File: src/logic/uart_dbg_params.svh
// Bit timing and memory sizing for the UART debug server.
// Included by the RTL and by the testbench.
`ifndef UART_DBG_PARAMS_SVH
`define UART_DBG_PARAMS_SVH

// Clock cycles per serial bit, a 10-bit frame lasts ten of these
`define UART_DBG_CLKS_PER_BIT 8

// Byte address width of the on-chip memory, addresses wrap above it
`define UART_DBG_MEM_ADDR_BITS 10

// Only this many low bits of the 64-bit length field are used
`define UART_DBG_LEN_BITS 16

`endif

File: src/logic/uart_dbg_pkg.sv
// Types shared by the UART debug server RTL and its testbench.
// Modules take them by import.
package uart_dbg_pkg;

  // One serial byte
  typedef logic [7:0] byte_t;

  // Address or length as it travels on the wire, LSB first
  typedef logic [63:0] doub_t;

  // Protocol bytes, commands from the host and replies from the server
  typedef enum logic [7:0] {
    CMD_EOT   = 8'h04,
    CMD_ACK   = 8'h06,
    CMD_READ  = 8'h11,
    CMD_WRITE = 8'h12,
    CMD_EXEC  = 8'h13
  } dbg_cmd_e;

  // Command engine FSM
  typedef enum logic [2:0] {
    ST_IDLE  = 3'd0,
    ST_ADDR  = 3'd1,
    ST_LEN   = 3'd2,
    ST_REPLY = 3'd3,
    ST_WDATA = 3'd4,
    ST_RDATA = 3'd5,
    ST_EOT   = 3'd6,
    ST_EXEC  = 3'd7
  } dbg_state_e;

endpackage

File: src/logic/uart_rx.sv
// 8N1 serial receiver, one rx_valid_o pulse per good frame.
`timescale 1ns/100ps
`include "uart_dbg_params.svh"

module uart_rx (
  input  logic                clk,
  input  logic                rst_i,
  input  logic                rx_i,
  output uart_dbg_pkg::byte_t rx_byte_o,
  output logic                rx_valid_o
);
  import uart_dbg_pkg::*;

  localparam int CPB   = `UART_DBG_CLKS_PER_BIT;
  localparam int CNT_W = $clog2(CPB);

  logic [1:0]       sync_q;
  logic             active_q;
  logic [3:0]       bit_q;
  logic [CNT_W-1:0] cnt_q;
  byte_t            shift_q;
  logic             line;
  logic             centre;

  assign line      = sync_q[1];
  assign centre    = (cnt_q == CNT_W'(CPB - 1));
  assign rx_byte_o = shift_q;

  // Bit 0 is the start bit, 1 to 8 data, 9 the stop bit
  always_ff @(posedge clk) begin
    if (rst_i) begin
      sync_q     <= 2'b11;
      active_q   <= 1'b0;
      bit_q      <= '0;
      cnt_q      <= '0;
      rx_valid_o <= 1'b0;
    end else begin
      sync_q     <= {sync_q[0], rx_i};
      rx_valid_o <= 1'b0;
      if (!active_q) begin
        // Half a bit head start puts the samples at bit centres
        if (!line) begin
          active_q <= 1'b1;
          bit_q    <= '0;
          cnt_q    <= CNT_W'(CPB / 2);
        end
      end else if (centre) begin
        cnt_q <= '0;
        bit_q <= bit_q + 4'd1;
        // Line back high at start centre is a glitch
        if (bit_q == 4'd0 && line) begin
          active_q <= 1'b0;
        end
        if (bit_q == 4'd9) begin
          active_q   <= 1'b0;
          rx_valid_o <= line;
        end
      end else begin
        cnt_q <= cnt_q + 1'b1;
      end
    end
  end

  always_ff @(posedge clk) begin
    if (active_q && centre && bit_q >= 4'd1 && bit_q <= 4'd8) begin
      shift_q <= {line, shift_q[7:1]};
    end
  end

endmodule

File: config.mk
export PLATFORM = sky130hd
export DESIGN_NAME = uart_rx
export DESIGN_NICKNAME = d
export VERILOG_FILES = /design/src/logic/uart_dbg_pkg.sv /design/src/logic/uart_rx.sv
export VERILOG_INCLUDE_DIRS = /design/src /design/src/logic
export SDC_FILE = /design/constraint.sdc
export NUM_CORES = 1
export LEC_CHECK = 0
export ABC_CLOCK_PERIOD_IN_PS = 2200
export BUFFER_PORTS_ARGS = -buffer_cell sky130_fd_sc_hd__buf_2
export CELL_PAD_IN_SITES_DETAIL_PLACEMENT = 0
export CELL_PAD_IN_SITES_GLOBAL_PLACEMENT = 1
export CORE_ASPECT_RATIO = 0.8
export CORE_MARGIN = 2
export CORE_UTILIZATION = 40
export CTS_CLUSTER_DIAMETER = 80
export CTS_CLUSTER_SIZE = 40
export DETAILED_ROUTE_END_ITERATION = 8
export GPL_ROUTABILITY_DRIVEN = 0
export PLACE_DENSITY_LB_ADDON = 0.1
export SYNTH_ARGS = -nofsm -noshare
export SYNTH_HDL_FRONTEND = slang
export SYNTH_SLANG_ARGS = --single-unit
File: constraint.sdc
create_clock -name clk -period 2.2 [get_ports clk]
set_input_delay 0.44 -clock clk [delete_from_list [all_inputs] [get_ports clk]]
set_output_delay 0.44 -clock clk [all_outputs]
set_load 0.02 [all_outputs]
==> metrics.md <==
| Metric | Value |
|---|---|
| Cell family with most CP delay | `adder cells` |
| DRT Wirelength | `1300 µm` |
| Post-synth top flop | `dfxtp_1` |
| Sink Count | `19` |
| Number of synthesized register bits | `19` |
| Area grow syn2layout | `14.5%` |
| Row count | `14` |
| Number of port buffers | `11` |
| Vias in the first global route | `481` |
| Clk slew on worst S/H paths | `0.10 ns` |
| Starting DRC count in detailed routing | `19` |
| DRC viols | `0` |
| Top cell type's share of synthesized area | `between 30% and 40%` |
| Final WS setup | `0.571 ns` |
| Crit path largest cell delay | `0.37 ns` |
| Synthesized area | `759 µm²` |
| Synth async-reset ratio | `0%` |
| Dominant cells by area after synthesis | `edfxtp_1 32%, dfxtp_1 29%, ha_1 8.2%, a211oi_1 3.0%, nand2_1 3.0%` |
| Leak pwr | `0.340 nW` |
| Worst slack, placed | `about 0.55 ns` |
| Critical Path Most Common Cell | `ha_1` |
| Routed vias | `511` |
| H-tree levels | `1` |
| Largest net degree at the start of global routing | `13` |
| Die Y | `43.0 µm` |
| Headroom to the max-slew limit | `75.4%` |
| Global-route wire length before repair | `2320 µm` |
| Commonest cells after routing, fill and taps aside | `11 x dfxtp_1, 11 x buf_2, 8 x edfxtp_1` |
| Critical Path Source Type | `register` |
| Max VDD drop | `0.000376 V` |
| Initial Util | `about two fifths` |
| Fmax | `0.614 GHz` |
| Clock Latency Late Sink | `0.29 ns` |
| GRT busiest layer | `met1` |
| Post-CTS setup buffer count | `0` |
| Post-route ant nets | `0` |
| Crit path DAT | `1.64 ns` |
| Slew Viols, Final | `0` |
| Num CTS Buffers | `3` |
| Share of cells above drive strength 1 | `21.3%` |
| Hold-fix buffers, CTS | `0` |
| Tcrit/Tclk final | `74.0%` |
| Final #Nets | `89` |
| Fillers | `190` |
| Footprint of the multi-input gates | `around 280 µm²` |
| M1 GR Usage | `20.9%` |
| Top Ports | `12` |
| Crit. End Element | `register` |
| Post-synthesis cell count | `66` |
| Vias per std cell | `roughly 4.9` |
| Number of flops mapped to enable cells by yosys | `8` |
| Post-CTS Resized | `0` |
| Register area share after synthesis | `between 60% and 70%` |
| CP max stage cell | `dfxtp_1` |
| Met2 Use GR | `19.3%` |
| Distinct cells, synth | `25` |
| Critical path type | `register to register` |
| Slew @ Worst Pin | `0.369 ns` |
| Initial antenna violation count | `0` |
| Pre-Repair DR Iteration Count | `4` |
| Synth area leader | `edfxtp_1` |
| CTS tree | `done` |
| Setup violators final | `0` |
| GRT met3 Usage | `5.28%` |
| Pwr Total | `roughly 560 µW` |
| HP Class | `input pin to register` |
| Setup total negative slack | `0 ns` |
| WP data required | `between 2 and 2.5 ns` |
| DIE WIDTH | `52.7 µm` |
| Endpoints failing hold | `0` |
| Largest fanout on the critical path | `8` |
| Root buffer cell | `clkbuf_4` |
| Unrepaired setup endpoints after global routing | `no` |
| Crit path buf inv count | `1` |
| Yosys Warn Count | `0` |
| Antenna Cells | `0` |
| PD cells | `648 mW/mm²` |
| Avg Cell Area, Syn | `~12 µm²` |
| Full die area | `approximately 0.0023 mm²` |
| Status | `finished clean` |
| Core area | `0.00184 mm²` |
| Post-DP HPWL | `918 µm` |
| Tot GR Track Use | `14.7%` |
| Clock Path Buffers | `2` |
| WL/cell | `12.5 µm` |
| GRT overflow | `0` |
| Tmin final | `~1.6 ns` |
| Cells along the critical path | `ha_1 > ha_1 > nand2_1 > a211oi_1 > buf_4` |
| Max_cap viols | `0` |
| Post-synthesis net count | `74` |
| Layout Skew | `0.00134 ns` |
| Sequential cell area | `460 µm²` |
sequential cells by signal (all words and copies together), names as in the netlist:
name / flops
sync_q: 2
active_q: 1
rx_byte_o: 8
cnt_q: 3
bit_q: 4
rx_valid_o: 1
per-stage QoR:
stage / hold slack [ns] / instance area [µm²] / std cells / util [%]
after floorplan: 0.389 / 759 / 66 / -
after global placement: 0.407 / 843 / 100 / 45.9
after detailed placement: 0.399 / 843 / 100 / 45.9
after CTS: 0.313 / 870 / 104 / 47.3
after global routing: 0.300 / 870 / 104 / 47.3
final: 0.325 / 870 / 104 / 47.3
synth_stat cells (all sizes together) (2+ instances only):
master,n
or2,2
a21oi,2
inv,4
ha,5
dfxtp,11
nand2,6
nand3,2
o21ai,3
a211oi,3
and2b,2
nor3,2
edfxtp,8
nor2,4
path summary, 6_finish.rpt:
path | from | depth (start not counted) | endpoint | slack (ns)
max | cnt_q[0] | 5 | rx_byte_o[7] | 0.57
min | rx_i | 2 | sync_q[0] | 0.33
max reg2reg | cnt_q[0] | 5 | rx_byte_o[7] | 0.57
min reg2reg | sync_q[0] | 1 | sync_q[1] | 0.43
per-layer routing:
metal | vias up | wire length, µm
li1 | 266 | -
met1 | 232 | 647
met2 | 11 | 570
met3 | 2 | 64
met4 | 0 | 13
met5 | - | 0
kinds of logic after synthesis:
| family | synth area share [%] |
|---|---|
| multiplexers | 1.32 |
| AO/OA/AOI/OAI | 10.4 |
| flip-flops | 60.6 |
| AND/OR/NAND/NOR | 16.3 |
| adder cells (fa/ha/maj) | 8.24 |
| buffers and inverters | 3.13 |
power by group:
part	total, mW	switching, mW	internal, mW
Combinational	0.0196	0.0107	0.00888
Clock	0.168	0.0977	0.0705
Sequential	0.376	0.00609	0.370
Total	0.564	0.114	0.449
area by class of cell:
cell class / count / area share [%]
tap: 24 / 3.45
multi-input combinational: 41 / 31.7
sequential: 19 / 52.9
clock buffer: 4 / 3.02
timing repair buffer: 12 / 7.19
inverter: 4 / 1.73
(Power assumes the default switching activity.)
