==> config.mk <==
export PLATFORM = sky130hd
export DESIGN_NAME = dbg_cmd_engine
export DESIGN_NICKNAME = d
export VERILOG_FILES = /design/src/logic/uart_dbg_pkg.sv /design/src/logic/dbg_cmd_engine.sv
export VERILOG_INCLUDE_DIRS = /design/src /design/src/logic
export SDC_FILE = /design/constraint.sdc
export NUM_CORES = 1
export LEC_CHECK = 0
export BUFFER_PORTS_ARGS = -buffer_cell sky130_fd_sc_hd__buf_4
export CAP_MARGIN = 15
export CORE_ASPECT_RATIO = 0.9
export CORE_MARGIN = 5
export CORE_UTILIZATION = 50
export DETAILED_ROUTE_END_ITERATION = 8
export GPL_ROUTABILITY_DRIVEN = 0
export PLACE_DENSITY = 0.82
export SETUP_SLACK_MARGIN = 0.02
export SLEW_MARGIN = 40
export SYNTH_ARGS = -nofsm -noshare
export SYNTH_HDL_FRONTEND = slang
export SYNTH_SLANG_ARGS = --single-unit
==> constraint.sdc <==
create_clock -name clk -period 8.5 [get_ports clk]
set_input_delay 2.125 -clock clk [delete_from_list [all_inputs] [get_ports clk]]
set_output_delay 2.125 -clock clk [all_outputs]
set_load 0.01 [all_outputs]
==> src/logic/uart_dbg_params.svh <==
// Bit timing and memory sizing for the UART debug server.
// Included by the RTL and by the testbench.
`ifndef UART_DBG_PARAMS_SVH
`define UART_DBG_PARAMS_SVH

// Clock cycles per serial bit, a 10-bit frame lasts ten of these
`define UART_DBG_CLKS_PER_BIT 8

// Byte address width of the on-chip memory, addresses wrap above it
`define UART_DBG_MEM_ADDR_BITS 10

// Only this many low bits of the 64-bit length field are used
`define UART_DBG_LEN_BITS 16

`endif

==> src/logic/uart_dbg_pkg.sv <==
// Types shared by the UART debug server RTL and its testbench.
// Modules take them by import.
package uart_dbg_pkg;

  // One serial byte
  typedef logic [7:0] byte_t;

  // Address or length as it travels on the wire, LSB first
  typedef logic [63:0] doub_t;

  // Protocol bytes, commands from the host and replies from the server
  typedef enum logic [7:0] {
    CMD_EOT   = 8'h04,
    CMD_ACK   = 8'h06,
    CMD_READ  = 8'h11,
    CMD_WRITE = 8'h12,
    CMD_EXEC  = 8'h13
  } dbg_cmd_e;

  // Command engine FSM
  typedef enum logic [2:0] {
    ST_IDLE  = 3'd0,
    ST_ADDR  = 3'd1,
    ST_LEN   = 3'd2,
    ST_REPLY = 3'd3,
    ST_WDATA = 3'd4,
    ST_RDATA = 3'd5,
    ST_EOT   = 3'd6,
    ST_EXEC  = 3'd7
  } dbg_state_e;

endpackage

==> src/logic/dbg_cmd_engine.sv <==
// Debug protocol FSM: parses host commands, moves bytes to and from memory
// and sends ACK, EOT and read data back over the transmitter.
`timescale 1ns/100ps
`include "uart_dbg_params.svh"

module dbg_cmd_engine (
  input  logic                               clk,
  input  logic                               rst_i,
  input  uart_dbg_pkg::byte_t                rx_byte_i,
  input  logic                               rx_valid_i,
  output uart_dbg_pkg::byte_t                tx_data_o,
  output logic                               tx_start_o,
  input  logic                               tx_busy_i,
  output logic                               mem_we_o,
  output logic [`UART_DBG_MEM_ADDR_BITS-1:0] mem_addr_o,
  output uart_dbg_pkg::byte_t                mem_wdata_o,
  input  uart_dbg_pkg::byte_t                mem_rdata_i,
  output logic                               exec_o,
  output uart_dbg_pkg::doub_t                exec_addr_o
);
  import uart_dbg_pkg::*;

  localparam int ADDR_BITS = `UART_DBG_MEM_ADDR_BITS;
  localparam int LEN_BITS  = `UART_DBG_LEN_BITS;

  dbg_state_e           state_q;
  dbg_cmd_e             cmd_q;
  logic [2:0]           idx_q;
  doub_t                hdr_q;
  doub_t                hdr_next;
  logic [LEN_BITS-1:0]  len_q;
  logic [ADDR_BITS-1:0] maddr_q;
  logic                 rd_ready_q;
  doub_t                exec_addr_q;
  logic                 hdr_last;

  ////////////////////////////////////////////////////////////
  // Outputs
  ////////////////////////////////////////////////////////////

  // Header bytes arrive LSB first, so shift in from the top
  assign hdr_next = {rx_byte_i, hdr_q[63:8]};
  assign hdr_last = rx_valid_i && (idx_q == 3'd7);

  always_comb begin
    case (state_q)
      ST_RDATA: tx_data_o = mem_rdata_i;
      ST_EOT:   tx_data_o = CMD_EOT;
      default:  tx_data_o = CMD_ACK;
    endcase
  end

  // Only place a reply is held back while the transmitter is busy
  assign tx_start_o = !tx_busy_i &&
                      (state_q == ST_REPLY || state_q == ST_EOT ||
                       state_q == ST_EXEC  || (state_q == ST_RDATA && rd_ready_q));

  // Write byte goes straight into memory on its strobe
  assign mem_we_o    = (state_q == ST_WDATA) && rx_valid_i;
  assign mem_wdata_o = rx_byte_i;
  assign mem_addr_o  = maddr_q;

  assign exec_o      = (state_q == ST_EXEC);
  assign exec_addr_o = exec_addr_q;

  ////////////////////////////////////////////////////////////
  // FSM
  ////////////////////////////////////////////////////////////

  always_ff @(posedge clk) begin
    if (rst_i) begin
      state_q    <= ST_IDLE;
      cmd_q      <= CMD_ACK;
      idx_q      <= '0;
      len_q      <= '0;
      maddr_q    <= '0;
      rd_ready_q <= 1'b0;
    end else begin
      // Registered read needs one quiet cycle after each address step
      rd_ready_q <= (state_q == ST_RDATA) && !tx_start_o;
      case (state_q)
        ST_IDLE: begin
          if (rx_valid_i) begin
            idx_q <= '0;
            case (rx_byte_i)
              CMD_ACK: begin
                cmd_q   <= CMD_ACK;
                state_q <= ST_REPLY;
              end
              CMD_READ, CMD_WRITE, CMD_EXEC: begin
                cmd_q   <= dbg_cmd_e'(rx_byte_i);
                state_q <= ST_ADDR;
              end
              // Anything else is dropped silently
              default: state_q <= ST_IDLE;
            endcase
          end
        end
        ST_ADDR: begin
          if (rx_valid_i) begin
            idx_q <= idx_q + 3'd1;
          end
          if (hdr_last) begin
            maddr_q <= hdr_next[ADDR_BITS-1:0];
            state_q <= (cmd_q == CMD_EXEC) ? ST_EXEC : ST_LEN;
          end
        end
        ST_LEN: begin
          if (rx_valid_i) begin
            idx_q <= idx_q + 3'd1;
          end
          if (hdr_last) begin
            len_q   <= hdr_next[LEN_BITS-1:0];
            state_q <= ST_REPLY;
          end
        end
        ST_REPLY: begin
          if (tx_start_o) begin
            case (cmd_q)
              CMD_READ:  state_q <= (len_q == '0) ? ST_EOT : ST_RDATA;
              CMD_WRITE: state_q <= (len_q == '0) ? ST_EOT : ST_WDATA;
              default:   state_q <= ST_IDLE;
            endcase
          end
        end
        // One-cycle pulse, ACK leaves now unless tx is still busy
        ST_EXEC: state_q <= tx_start_o ? ST_IDLE : ST_REPLY;
        ST_WDATA: begin
          if (rx_valid_i) begin
            maddr_q <= maddr_q + 1'b1;
            len_q   <= len_q - 1'b1;
            if (len_q == LEN_BITS'(1)) begin
              state_q <= ST_EOT;
            end
          end
        end
        ST_RDATA: begin
          if (tx_start_o) begin
            maddr_q <= maddr_q + 1'b1;
            len_q   <= len_q - 1'b1;
            if (len_q == LEN_BITS'(1)) begin
              state_q <= ST_EOT;
            end
          end
        end
        ST_EOT: begin
          if (tx_start_o) begin
            state_q <= ST_IDLE;
          end
        end
        default: state_q <= ST_IDLE;
      endcase
    end
  end

  // Header shift and exec entry
  always_ff @(posedge clk) begin
    if (rx_valid_i && (state_q == ST_ADDR || state_q == ST_LEN)) begin
      hdr_q <= hdr_next;
    end
    if (state_q == ST_ADDR && hdr_last && cmd_q == CMD_EXEC) begin
      exec_addr_q <= hdr_next;
    end
  end

endmodule

==> flow_metrics.env <==
export IMPL_ioPinCount=113
export IMPL_vias_per_cell=5.59
export IMPL_hold_slack_ns=0.442
export IMPL_share_of_layout_cells_above_drive_strength_1=0.277
export IMPL_hold_viol=0
export IMPL_worst_path_max_fanout=1
export IMPL_syn_mean_instance_area_um2=13.4
export IMPL_number_of_enable_flip_flop_cells_after_synthesis=120
export IMPL_synth_main_ff_cell="sky130_fd_sc_hd__edfxtp_1"
export IMPL_fillCellCount=903
export IMPL_fin_nets=597
export IMPL_grt_start_max_net_pins=65
export IMPL_synth_seq_area_share=0.709
export IMPL_worstSetupEndpointType="output pin"
export IMPL_first_pass_iters=7
export IMPL_slew_headroom=0.494
export IMPL_grt_pass1_wl_mm=20.7
export IMPL_ys_warnings_count=0
export IMPL_post_cts_setup_driven_buffer_insertion_count=0
export IMPL_setup_repair_after_global_routing_missed_its_margin="no"
export IMPL_cap_violations=0
export IMPL_ys_top_cells_by_area="sky130_fd_sc_hd__edfxtp_1, sky130_fd_sc_hd__dfxtp_1, sky130_fd_sc_hd__o21ai_0"
export IMPL_register_area_mm2=0.00442
export IMPL_route_antenna_remaining_nets=0
export IMPL_routed_wl_per_cell_um=17.3
export IMPL_clock_tree_buffer_depth=2
export IMPL_setup_violations=0
export IMPL_detailedPlacementHpwl_mm=8.56
export IMPL_tns_ns=0
export IMPL_n_antenna_cell=0
export IMPL_leakagePower_nw=2.87
export IMPL_crit_path_start_kind="primary input"
export IMPL_mappedNetlistNets=492
export IMPL_async_s_r_ff_share_synth=0
export IMPL_commonest_non_fill_non_tap_cells_in_the_layout="sky130_fd_sc_hd__edfxtp_1, sky130_fd_sc_hd__buf_4, sky130_fd_sc_hd__dfxtp_1, sky130_fd_sc_hd__o21ai_0"
export IMPL_clock_sink_count=161
export IMPL_area_occupied_by_multi_input_gates_mm2=0.00165
export IMPL_final_setup_skew_ns=0.00833
export IMPL_synth_distinct_cells=61
export IMPL_reg_clk_slew_reported_paths_ns=0.06
export IMPL_placed_area_mm2=0.00719
export IMPL_insertion_delay_ns=0.41
export IMPL_vdd_ir_drop_worst_uv=171
export IMPL_maxClockFrequency_mhz=212
export IMPL_num_rows=38
export IMPL_dp_slack_ns=3.78
export IMPL_total_power_w=0.00171
export IMPL_post_synth_top_area_cell="sky130_fd_sc_hd__edfxtp_1"
export IMPL_cts_buffers=17
export IMPL_synth_largest_type_area_fraction=0.577
export IMPL_chipWidth_um=128
export IMPL_antenna_found_initial=0
export IMPL_hold_path_class="reg -> reg"
export IMPL_route_detailed_drc=0
export IMPL_drt_iter0_markers=394
export IMPL_clock_root_buffer="sky130_fd_sc_hd__clkbuf_16"
export IMPL_post_route_worst_setup_slack_ns=3.78
export IMPL_htreeDepth=4
export IMPL_cts_resized_gates=0
export IMPL_grt_pass1_vias=4106
export IMPL_tritoncts="built"
export IMPL_grt_overflow_total=0
export IMPL_layout_cell_area_non_filler_mm2=0.00781
export IMPL_number_of_synthesized_register_bits=161
export IMPL_fin_crit_sh=0.555
export IMPL_critical_path_class="in -> out"
export IMPL_max_slew_violation_count=0
export IMPL_numPortBuffers=112
export IMPL_drt_total_wl_mm=12.9
export IMPL_netlist_instances=467
export IMPL_status="finished clean"
export IMPL_timing_critical_path_arrival_ns=2.60
export IMPL_syn_area_mm2=0.00624
export IMPL_area_of_the_placeable_core_mm2=0.0121
export IMPL_via_count=4162
export IMPL_initial_core_util=0.515
export IMPL_die_area_mm2=0.0148
export IMPL_groute_usage_overall=0.178
export IMPL_power_density_cell_area_mw_per_mm2=219
export IMPL_layout_cells_most_common="sky130_fd_sc_hd__edfxtp_1"
export IMPL_required_ns=6.38
export IMPL_dieHeight_um=116
export IMPL_worst_slew_pin_transition_ns=0.759
export IMPL_area_growth_pct=25.1
export IMPL_finalCriticalPeriod_ns=4.72
export IMPL_holdBufCountCts=0
==> cell usage after synthesis, drive strengths merged (2+ instances only) <==
| cell | instances |
|---|---|
| edfxtp | 120 |
| dfxtp | 41 |
| nor2 | 31 |
| o21ai | 31 |
| a21oi | 30 |
| nand2 | 29 |
| and2 | 16 |
| buf | 16 |
| clkbuf | 16 |
| nor3 | 12 |
| nand3 | 10 |
| and3 | 9 |
| nand2b | 9 |
| inv | 8 |
| a211oi | 7 |
| nor3b | 7 |
| nor4 | 7 |
| a21o | 5 |
| ha | 5 |
| o22ai | 4 |
| a22o | 3 |
| a22oi | 3 |
| a311oi | 3 |
| a31oi | 3 |
| and3b | 3 |
| nor2b | 3 |
| nor4b | 3 |
| or4 | 3 |
| a31o | 2 |
| a32o | 2 |
| nand4 | 2 |
| o311ai | 2 |
| or2 | 2 |
| or3b | 2 |
==> critical path, stage by stage <==
cell                      delay, ns
sky130_fd_sc_hd__buf_4         0.10
sky130_fd_sc_hd__o21ai_0       0.14
sky130_fd_sc_hd__nand2_1       0.07
sky130_fd_sc_hd__buf_4         0.15
==> metal layers <==
| layer | share of wire | track usage |
|---|---|---|
| met5 | 0 | 0 |
| met4 | 0.012 | 0.0573 |
| met3 | 0.081 | 0.0659 |
| met2 | 0.52 | 0.304 |
| met1 | 0.39 | 0.212 |
==> report_power, final <==
part | switching [W] | internal (W) | leakage [nW] | total (W)
combinational | 0.0000306 | 0.0000184 | 1.17 | 0.0000490
clock | 0.000292 | 0.000490 | 0.285 | 0.000782
sequential | 0.0000127 | 0.000866 | 1.42 | 0.000878
total | 0.000335 | 0.00137 | 2.87 | 0.00171
==> worst paths after layout <==
| check | from | cells past startpoint | slack [ns] | end |
|---|---|---|---|---|
| min reg2reg | hdr_q[55] | 0 | 0.44 | exec_addr_o[47] |
| min | hdr_q[55] | 0 | 0.44 | exec_addr_o[47] |
| max | mem_rdata_i[1] | 4 | 3.78 | tx_data_o[1] |
| max reg2reg | state_q[1] | 4 | 6.36 | hdr_q[20] |
==> sequential cells by signal, summed over array words and instances (netlist names) <==
signal / cells
state_q: 3
hdr_q: 56
len_q: 16
mem_addr_o: 10
rd_ready_q: 1
cmd_q: 8
exec_addr_o: 64
idx_q: 3
==> cell families after synthesis <==
family | share of synthesized area
compound gates | 0.111
xor+xnor | 0.00281
fa+ha+maj | 0.0100
buf+inv | 0.0309
flops | 0.709
mux | 0.00160
simple gates | 0.135
==> area by class of cell <==
class,count,area share
clock buffer,18,0.0550
inverter,8,0.00385
timing repair buffer,118,0.114
sequential,161,0.567
multi-input combinational,266,0.211
clock inverter,14,0.0240
tap,160,0.0256
==> metrics by stage <==
step                      std cells  utilization
after floorplan                 467            -
after global placement          713        0.593
after detailed placement        713        0.593
after CTS                       745        0.644
after global routing            745        0.644
final                           745        0.644
Note: power is estimated with default switching activity, not from simulation.
