<file path="config.mk">
export PLATFORM = sky130hd
export DESIGN_NAME = uart_tx
export DESIGN_NICKNAME = d
export VERILOG_FILES = /design/src/logic/uart_dbg_pkg.sv /design/src/logic/uart_tx.sv
export VERILOG_INCLUDE_DIRS = /design/src /design/src/logic
export SDC_FILE = /design/constraint.sdc
export NUM_CORES = 1
export LEC_CHECK = 0
export BUFFER_PORTS_ARGS = -buffer_cell sky130_fd_sc_hd__buf_2
export CAP_MARGIN = 10
export CORE_MARGIN = 3
export CORE_UTILIZATION = 57
export DETAILED_ROUTE_END_ITERATION = 12
export PLACE_DENSITY = 0.86
export SYNTH_ARGS = -nofsm -noshare
export SYNTH_HDL_FRONTEND = slang
export SYNTH_SLANG_ARGS = --single-unit
export TNS_END_PERCENT = 5
</file>
<file path="constraint.sdc">
create_clock -name clk -period 2.8 [get_ports clk]
set_input_delay 0.56 -clock clk [delete_from_list [all_inputs] [get_ports clk]]
set_output_delay 0.56 -clock clk [all_outputs]
set_load 0.005 [all_outputs]
</file>
<file path="src/logic/uart_dbg_params.svh">
// Bit timing and memory sizing for the UART debug server.
// Included by the RTL and by the testbench.
`ifndef UART_DBG_PARAMS_SVH
`define UART_DBG_PARAMS_SVH

// Clock cycles per serial bit, a 10-bit frame lasts ten of these
`define UART_DBG_CLKS_PER_BIT 8

// Byte address width of the on-chip memory, addresses wrap above it
`define UART_DBG_MEM_ADDR_BITS 10

// Only this many low bits of the 64-bit length field are used
`define UART_DBG_LEN_BITS 16

`endif

</file>
<file path="src/logic/uart_dbg_pkg.sv">
// Types shared by the UART debug server RTL and its testbench.
// Modules take them by import.
package uart_dbg_pkg;

  // One serial byte
  typedef logic [7:0] byte_t;

  // Address or length as it travels on the wire, LSB first
  typedef logic [63:0] doub_t;

  // Protocol bytes, commands from the host and replies from the server
  typedef enum logic [7:0] {
    CMD_EOT   = 8'h04,
    CMD_ACK   = 8'h06,
    CMD_READ  = 8'h11,
    CMD_WRITE = 8'h12,
    CMD_EXEC  = 8'h13
  } dbg_cmd_e;

  // Command engine FSM
  typedef enum logic [2:0] {
    ST_IDLE  = 3'd0,
    ST_ADDR  = 3'd1,
    ST_LEN   = 3'd2,
    ST_REPLY = 3'd3,
    ST_WDATA = 3'd4,
    ST_RDATA = 3'd5,
    ST_EOT   = 3'd6,
    ST_EXEC  = 3'd7
  } dbg_state_e;

endpackage

</file>
<file path="src/logic/uart_tx.sv">
// 8N1 serial transmitter, sends one byte per tx_start_i in idle.
`timescale 1ns/100ps
`include "uart_dbg_params.svh"

module uart_tx (
  input  logic                clk,
  input  logic                rst_i,
  input  uart_dbg_pkg::byte_t tx_data_i,
  input  logic                tx_start_i,
  output logic                tx_busy_o,
  output logic                tx_o
);

  localparam int CPB   = `UART_DBG_CLKS_PER_BIT;
  localparam int CNT_W = $clog2(CPB);

  logic             busy_q;
  logic [9:0]       frame_q;
  logic [3:0]       bit_q;
  logic [CNT_W-1:0] cnt_q;

  assign tx_busy_o = busy_q;
  // Idle line is high
  assign tx_o      = busy_q ? frame_q[0] : 1'b1;

  always_ff @(posedge clk) begin
    if (rst_i) begin
      busy_q <= 1'b0;
      bit_q  <= '0;
      cnt_q  <= '0;
    end else if (!busy_q) begin
      if (tx_start_i) begin
        busy_q <= 1'b1;
        bit_q  <= '0;
        cnt_q  <= '0;
      end
    end else if (cnt_q == CNT_W'(CPB - 1)) begin
      cnt_q <= '0;
      bit_q <= bit_q + 4'd1;
      if (bit_q == 4'd9) begin
        busy_q <= 1'b0;
      end
    end else begin
      cnt_q <= cnt_q + 1'b1;
    end
  end

  // Stop, data LSB first, start
  always_ff @(posedge clk) begin
    if (!busy_q && tx_start_i) begin
      frame_q <= {1'b1, tx_data_i, 1'b0};
    end else if (busy_q && cnt_q == CNT_W'(CPB - 1)) begin
      frame_q <= {1'b1, frame_q[9:1]};
    end
  end

endmodule

</file>
==> results of run 1 <==
==> per-stage QoR <==
stage / total power, mW / worst slack (ns) / hold slack (ns) / area, um^2 / instances
CTS: 0.4485 / 0.8249 / 0.4576 / 890.9 / 112
detailed placement: 0.3227 / 0.8453 / 0.4350 / 863.3 / 108
global route: 0.4717 / 0.6281 / 0.4974 / 890.9 / 112
global placement: 0.3199 / 0.9144 / 0.4207 / 863.3 / 108
floorplan: 0.3079 / 1.107 / 0.4081 / 805.8 / 87
finish: 0.4468 / 0.8043 / 0.4518 / 890.9 / 112
==> power groups by stage <==
stage,Sequential (mW),Clock (mW),Combinational [mW]
floorplan,0.283,0,0.0244
global placement,0.288,0,0.0315
detailed placement,0.290,0,0.0332
CTS,0.284,0.131,0.0334
global route,0.286,0.149,0.0373
finish,0.284,0.129,0.0333
==> final timing paths <==
path	startpoint	endpoint	slack [ns]
worst max-delay path	tx_busy_o	frame_q[6]	0.80
worst min-delay path	frame_q[1]	frame_q[0]	0.45
worst max register to register	tx_busy_o	frame_q[6]	0.80
worst min register to register	frame_q[1]	frame_q[0]	0.45
==> metal layers <==
metal	share of wire	vias to the layer above	wire [um]
li1	-	325	-
met1	0.46	294	679
met2	0.47	19	701
met3	0.046	5	68
met4	0.023	0	34
met5	0	-	0
==> flip-flops by register name, indices dropped and copies added, names as in the netlist <==
| register | cells |
|---|---|
| tx_busy_o | 1 |
| bit_q | 4 |
| frame_q | 9 |
| cnt_q | 3 |
==> cell usage in the layout (no fill, tap or decap) <==
master / instances
buf_2: 12
nand4_1: 1
a21oi_1: 5
nor2_1: 4
ha_1: 5
or3b_1: 1
o21ai_0: 5
clkbuf_4: 3
nor3b_1: 2
dfxtp_1: 9
a211oi_1: 1
nor2_2: 1
nor2b_1: 1
nand3_1: 1
nand2_1: 21
inv_1: 1
o21ai_1: 5
mux2i_1: 1
clkinv_2: 1
nand3b_1: 2
and2b_4: 1
and2_1: 1
nand2b_1: 1
edfxtp_1: 8
nor3_1: 3
a31oi_1: 2
==> final cells by class <==
cell class,count,share of cell area
sequential,17,0.4719
inverter,1,0.004213
clock inverter,1,0.005618
clock buffer,3,0.02528
timing repair buffer,12,0.06742
multi-input combinational,64,0.4059
tap,14,0.01966
==> cells by family (layout without fill, tap and decap cells) <==
family / count (synthesis) / after routing / share of synthesized area
DFF: 17 / 17 / 0.5217
and+or+nand+nor: 40 / 40 / 0.2407
buffers and inverters: 6 / 17 / 0.02949
muxes: 1 / 1 / 0.01242
AOI/OAI and AO/OA: 18 / 18 / 0.1180
adders and majority gates: 5 / 5 / 0.07764
==> tightest hold or removal path, stage by stage (launching register included) <==
cell	delay [ns]
edfxtp_1	0.34
nand2_1	0.05
nand2_1	0.04
==> metrics.csv, run 1 <==
metric,value,unit
synthDistinctLibCells,26,
ys_top_cells_by_area,"edfxtp_1 (30%), dfxtp_1 (22%), nand2_1 (9.8%)",
port_buffers,12,
timing.final.crit_period,1.996,ns
path_depth,2,
crit_chain,nor2_2 -> nor2_1,
seqPwrFrac,0.636,
postSynthAreaPerCell,9.262,um^2
netSwitchingPower,0.1051,mW
fillCellCount,95,
synth_cells,87,
grt_setup_unrepaired,false,
io_pins,13,
yosys.area.top_type_share,0.2981,
wl_per_cell,13.23,um
endpoint_kind,flop,
cts_buffer_depth,2,
max-vdd-ir-drop,0.0003908,V
power.leakage,0.3577,nW
cap_violations,0,
cts_tree,built,
synth-seq-cells,17,
postCtsResizedCells,0,
r2r.worst_path.cells,2,
grt_usage,0.1747,
num_vias,643,
rows,12,
pwr-share-clk,0.290,
slew_headroom,0.4816,
setup_viol,0,
hold_path_depth,2,
diodes,0,
power.density,501.6,nW/um^2
grt_first_pass_wirelength,2421,um
wl,1482,um
synth_top_area_cell,edfxtp_1,
htreeDepth,1,
first_pass_iters,4,
ys.flop_type,dfxtp_1,
setup_tns,0,ns
critPathMaxStageDelay,0.84,ns
max_freq,501.1,MHz
place_hpwl,1074,um
p_int,0.3417,mW
clock_sinks,17,
drive_gt1_frac,0.1837,
worstHoldPathType,flop to flop,
nets,115,
skew,0.004852,ns
clock_latency,0.29,ns
ys_warn_count,0,
antenna_found_initial,0,
syn_area,805.8,um^2
arrival,1.92,ns
critical_path_required,2.73,ns
slowest_stage,dfxtp_1,
grt_busiest_layer,met2,
grt_util_met1,0.2225,
initial_core_util,0.6626,
switching_share,0.2353,
yosysSeqAreaShare,0.5217,
gp_congestion,0.7420,
area_growth,10.56,%
cts_setup_buffers,0,
finalMaxSlewViolations,0,
ys_top_cells_by_count,"nand2_1 (21), dfxtp_1 (9), edfxtp_1 (8)",
cts_buffers,3,
first_iter_violations,15,
die_y,43.60,um
drtAntennaViolNets,0,
outcome,"complete, no violations",
hold_buffers,0,
pwr-share-comb,0.075,
cts_root_buf,clkbuf_4,
multi_input_area,361.6,um^2
crit_fanout,26,
grt_max_degree,27,
grt_pass1_vias,560,
critPathLaunchType,flop,
synth-edff-count,8,
use_met3,0.02490,
viasPerCell,5.741,
grt_use_met2,0.2849,
tightest_slew,0.7765,ns
fin_crit_sh,0.7128,
synth_fp_nets,103,
final_util,0.7325,
die_area,1901,um^2
cp_top_family,flip-flops,
finalHoldViolCount,0,
regArea,420.4,um^2
critPathBufInv,0,
die_x,43.60,um
critPathKind,flop to flop,
synth-async-reset-ratio,0,
grt_remaining_overflow,0,
path_clk_slew,0.10,ns
synth_most_common_cell,nand2_1,
drc,0,
core,1216,um^2
Power figures use the tool's default switching activity.
==> inputs of run 2 (changes only) <==
--- a/config.mk
+++ b/config.mk
@@ -6,12 +6,13 @@
 export SDC_FILE = /design/constraint.sdc
 export NUM_CORES = 1
 export LEC_CHECK = 0
+export ABC_AREA = 1
 export BUFFER_PORTS_ARGS = -buffer_cell sky130_fd_sc_hd__buf_2
 export CAP_MARGIN = 10
 export CORE_MARGIN = 3
-export CORE_UTILIZATION = 57
+export CORE_UTILIZATION = 47
 export DETAILED_ROUTE_END_ITERATION = 12
-export PLACE_DENSITY = 0.86
+export PLACE_DENSITY = 0.77
 export SYNTH_ARGS = -nofsm -noshare
 export SYNTH_HDL_FRONTEND = slang
 export SYNTH_SLANG_ARGS = --single-unit
==> constraint.sdc (replaced) <==
create_clock -name clk -period 1.6 [get_ports clk]
set_input_delay 0.32 -clock clk [delete_from_list [all_inputs] [get_ports clk]]
set_output_delay 0.32 -clock clk [all_outputs]
set_load 0.005 [all_outputs]
==> run 2 against run 1 <==
Net effect: clock skew shrank 0.0039 ns; largest cell class unchanged; register-to-register slack got worse by 0.67 ns; hold slack lost 0.19 ns; count of clock-buffer cells in the layout grew 1.
==> metrics.csv, run 2 <==
metric,value,unit,change
finalHoldViolCount,0,,unchanged
place_inst,111,,was 108
crit_fanout,5,,was 26
drc,0,,unchanged
power,0.7722,mW,was 0.4468 mW
synth_most_common_cell,nand2_1,,unchanged
layout_commonest_cell,nand2_1,,unchanged
pwr-share-clk,0.292,,was 0.290
p_int,0.5999,mW,was 0.3417 mW
path_clk_slew,0.10,ns,about the same
ys.flop_type,dfxtp_1,,unchanged
wl,1416,um,was 1482 um
max-vdd-ir-drop,0.0003823,V,was 0.0003908 V
cap_violations,0,,unchanged
gp_congestion,0.7994,,was 0.7420
yosys.area.top_type_share,0.3038,,was 0.2981
initial_core_util,0.5130,,was 0.6626
num_vias,596,,was 643
drtAntennaViolNets,0,,unchanged
grt_remaining_overflow,0,,unchanged
wl_met2,690,um,was 701 um
grt_setup_unrepaired,false,,unchanged
critPathBufInv,2,,was 0
ys_top_cells_by_count,"nand2_1 (14), nor2_1 (11), dfxtp_1 (9), inv_1 (9), edfxtp_1 (8)",,"was nand2_1 (21), dfxtp_1 (9), edfxtp_1 (8)"
power.leakage,0.4101,nW,was 0.3577 nW
place_hpwl,1079,um,was 1074 um
power.density,857.2,nW/um^2,was 501.6 nW/um^2
cts_root_buf,clkbuf_4,,unchanged
grt_max_degree,11,,was 27
area_growth,13.92,%,was 10.56%
critical_path_required,1.28,ns,was 2.73 ns
cp_top_family,flip-flops,,unchanged
yosysSeqAreaShare,0.5316,,was 0.5217
fin_crit_sh,0.9298,,
cts_buffers,3,,unchanged
rows,14,,was 12
outcome,"complete, no violations",,unchanged
regMostFlops,frame_q,,unchanged
tightest_slew,0.2384,ns,was 0.7765 ns
synth-edff-count,8,,unchanged
netSwitchingPower,0.1723,mW,was 0.1051 mW
wl_met1,650,um,was 679 um
synth_top_area_cell,edfxtp_1,,unchanged
nets,116,,was 115
stdcell_count,115,,was 112
finalMaxSlewViolations,0,,unchanged
worstHoldPathType,input port to flop,,was flop to flop
critPathKind,flop to primary output,,was flop to flop
clock_latency,0.28,ns,was 0.29 ns
first_pass_iters,4,,unchanged
grt_pass1_vias,531,,was 560
die_y,47.02,um,was 43.60 um
wl_met3,60,um,was 68 um
synth_cells,83,,was 87
core,1541,um^2,was 1216 um^2
endpoint_kind,primary output,,was flop
setup_tns,0,ns,unchanged
slew_headroom,0.8407,,was 0.4816
max_freq,672.2,MHz,
final_util,0.5844,,was 0.7325
cts_tree,built,,unchanged
syn_area,790.8,um^2,was 805.8 um^2
critPathMaxStageDelay,0.42,ns,was 0.84 ns
port_buffers,12,,unchanged
wl_per_cell,12.31,um,was 13.23 um
cts_buffer_depth,2,,unchanged
htreeDepth,1,,unchanged
ys_warn_count,0,,unchanged
slowest_stage,dfxtp_2,,was dfxtp_1
ys_top_cells_by_area,"edfxtp_1 (30%), dfxtp_1 (23%), ha_1 (7.9%)",,"was edfxtp_1 (30%), dfxtp_1 (22%), nand2_1 (9.8%)"
postSynthAreaPerCell,9.527,um^2,was 9.262 um^2
top_regs,"frame_q (9), bit_q (4), cnt_q (3)",,unchanged
grt_usage,0.1435,,was 0.1747
antenna_found_initial,0,,unchanged
mostFrequentLayoutCells,"nand2_1 (13), buf_2 (12), nor2_1 (11), inv_1 (9)",,"was nand2_1 (21), buf_2 (12), dfxtp_1 (9), edfxtp_1 (8)"
first_iter_violations,22,,was 15
synth-seq-cells,17,,unchanged
drive_gt1_frac,0.2222,,was 0.1837
largest_reg_flops,9,,unchanged
cts_setup_buffers,0,,unchanged
synth-async-reset-ratio,0,,unchanged
synth_fp_nets,99,,was 103
synthDistinctLibCells,17,,was 26
hold_buffers,0,,unchanged
viasPerCell,5.183,,was 5.741
critPathLaunchType,flop,,unchanged
clock_sinks,17,,unchanged
diodes,0,,unchanged
setup_viol,0,,unchanged
timing.final.crit_period,1.488,ns,
seqPwrFrac,0.627,,was 0.636
crit_chain,inv_1 -> or2_2 -> buf_2,,was nor2_2 -> nor2_1
highest_layer,met4,,unchanged
arrival,1.17,ns,was 1.92 ns
grt_first_pass_wirelength,2208,um,was 2421 um
io_pins,13,,unchanged
switching_share,0.2231,,was 0.2353
pwr-share-comb,0.081,,was 0.075
skew,0.001001,ns,was 0.004852 ns
die_area,2210,um^2,was 1901 um^2
die_x,47.02,um,was 43.60 um
run 2: cell count changes after synthesis, sizes merged, moves of 2 or more:
cell	delta
inv	+8
a22o	+7
nor2	+7
o21ai	-7
nand2	-5
nand3	+4
clkbuf	-3
a31oi	-2
nand3b	-2
nor3	-2
nor3b	-2
or2	+2
run 2: area by class of cell:
| type | count | area [um^2] |
|---|---|---|
| clock buffers | 4 | 26.28 |
| fillers | 143 | 640.6 |
| inverters | 9 | 33.78 |
| multi-input cells | 56 | 331.6 |
| flip-flops and latches | 17 | 421.7 |
| well taps | 16 | 20.02 |
| repair buffers | 13 | 67.56 |
run 2: stage by stage:
stage / worst slack (ns) / hold slack [ns] / cell area (um^2)
after floorplan: 0.2723 / 0.3891 / 790.8
after global placement: 0.1714 / 0.4559 / 870.8
after detailed placement: 0.1059 / 0.4695 / 870.8
after CTS: 0.09734 / 0.2646 / 898.4
after global routing: 0.05065 / 0.2587 / 900.9
final: 0.1123 / 0.2641 / 900.9
run 2: routing by layer:
metal / up-vias / track usage
met5: - / 0
met4: 0 / 0.06630
met3: 4 / 0.03448
met2: 17 / 0.2331
met1: 263 / 0.1792
li1: 312 / -
run 2: cells by family (layout without fill, tap and decap cells):
logic type,Yosys count,count (layout),share of synthesized area
DFF,17,17,0.5316
adders and majority gates,5,5,0.07911
and+or+nand+nor,36,36,0.2089
AOI/OAI and AO/OA,15,15,0.1282
buffers and inverters,10,26,0.05222
run 2: what timing repair did:
action,in CTS,in global routing
gates resized for setup,1,1
setup endpoints to repair,1,8
endpoints found under the hold margin,0,0
run 2: power groups by stage:
stage | logic, mW | registers (mW) | clock network (mW)
2_1_floorplan | 0.0396 | 0.488 | 0
6_report | 0.0624 | 0.484 | 0.226
4_1_cts | 0.0632 | 0.484 | 0.230
5_1_grt | 0.0691 | 0.486 | 0.251
3_3_place_gp | 0.0601 | 0.493 | 0
3_5_place_dp | 0.0625 | 0.494 | 0
run 2: worst reg2reg max path: stages (launching register included):
cell	delay (ns)
dfxtp_1	0.34
ha_1	0.23
ha_1	0.20
nand2_2	0.09
inv_1	0.13
a22o_1	0.24
run 2: path summary, 6_finish.rpt:
kind	start	endpoint	slack [ns]	depth (start not counted)
max	tx_busy_o	tx_o	0.11	3
min	rst_i	cnt_q[1]	0.26	2
max reg2reg	cnt_q[0]	frame_q[1]	0.13	5
min reg2reg	frame_q[0]	frame_q[0]	0.49	2
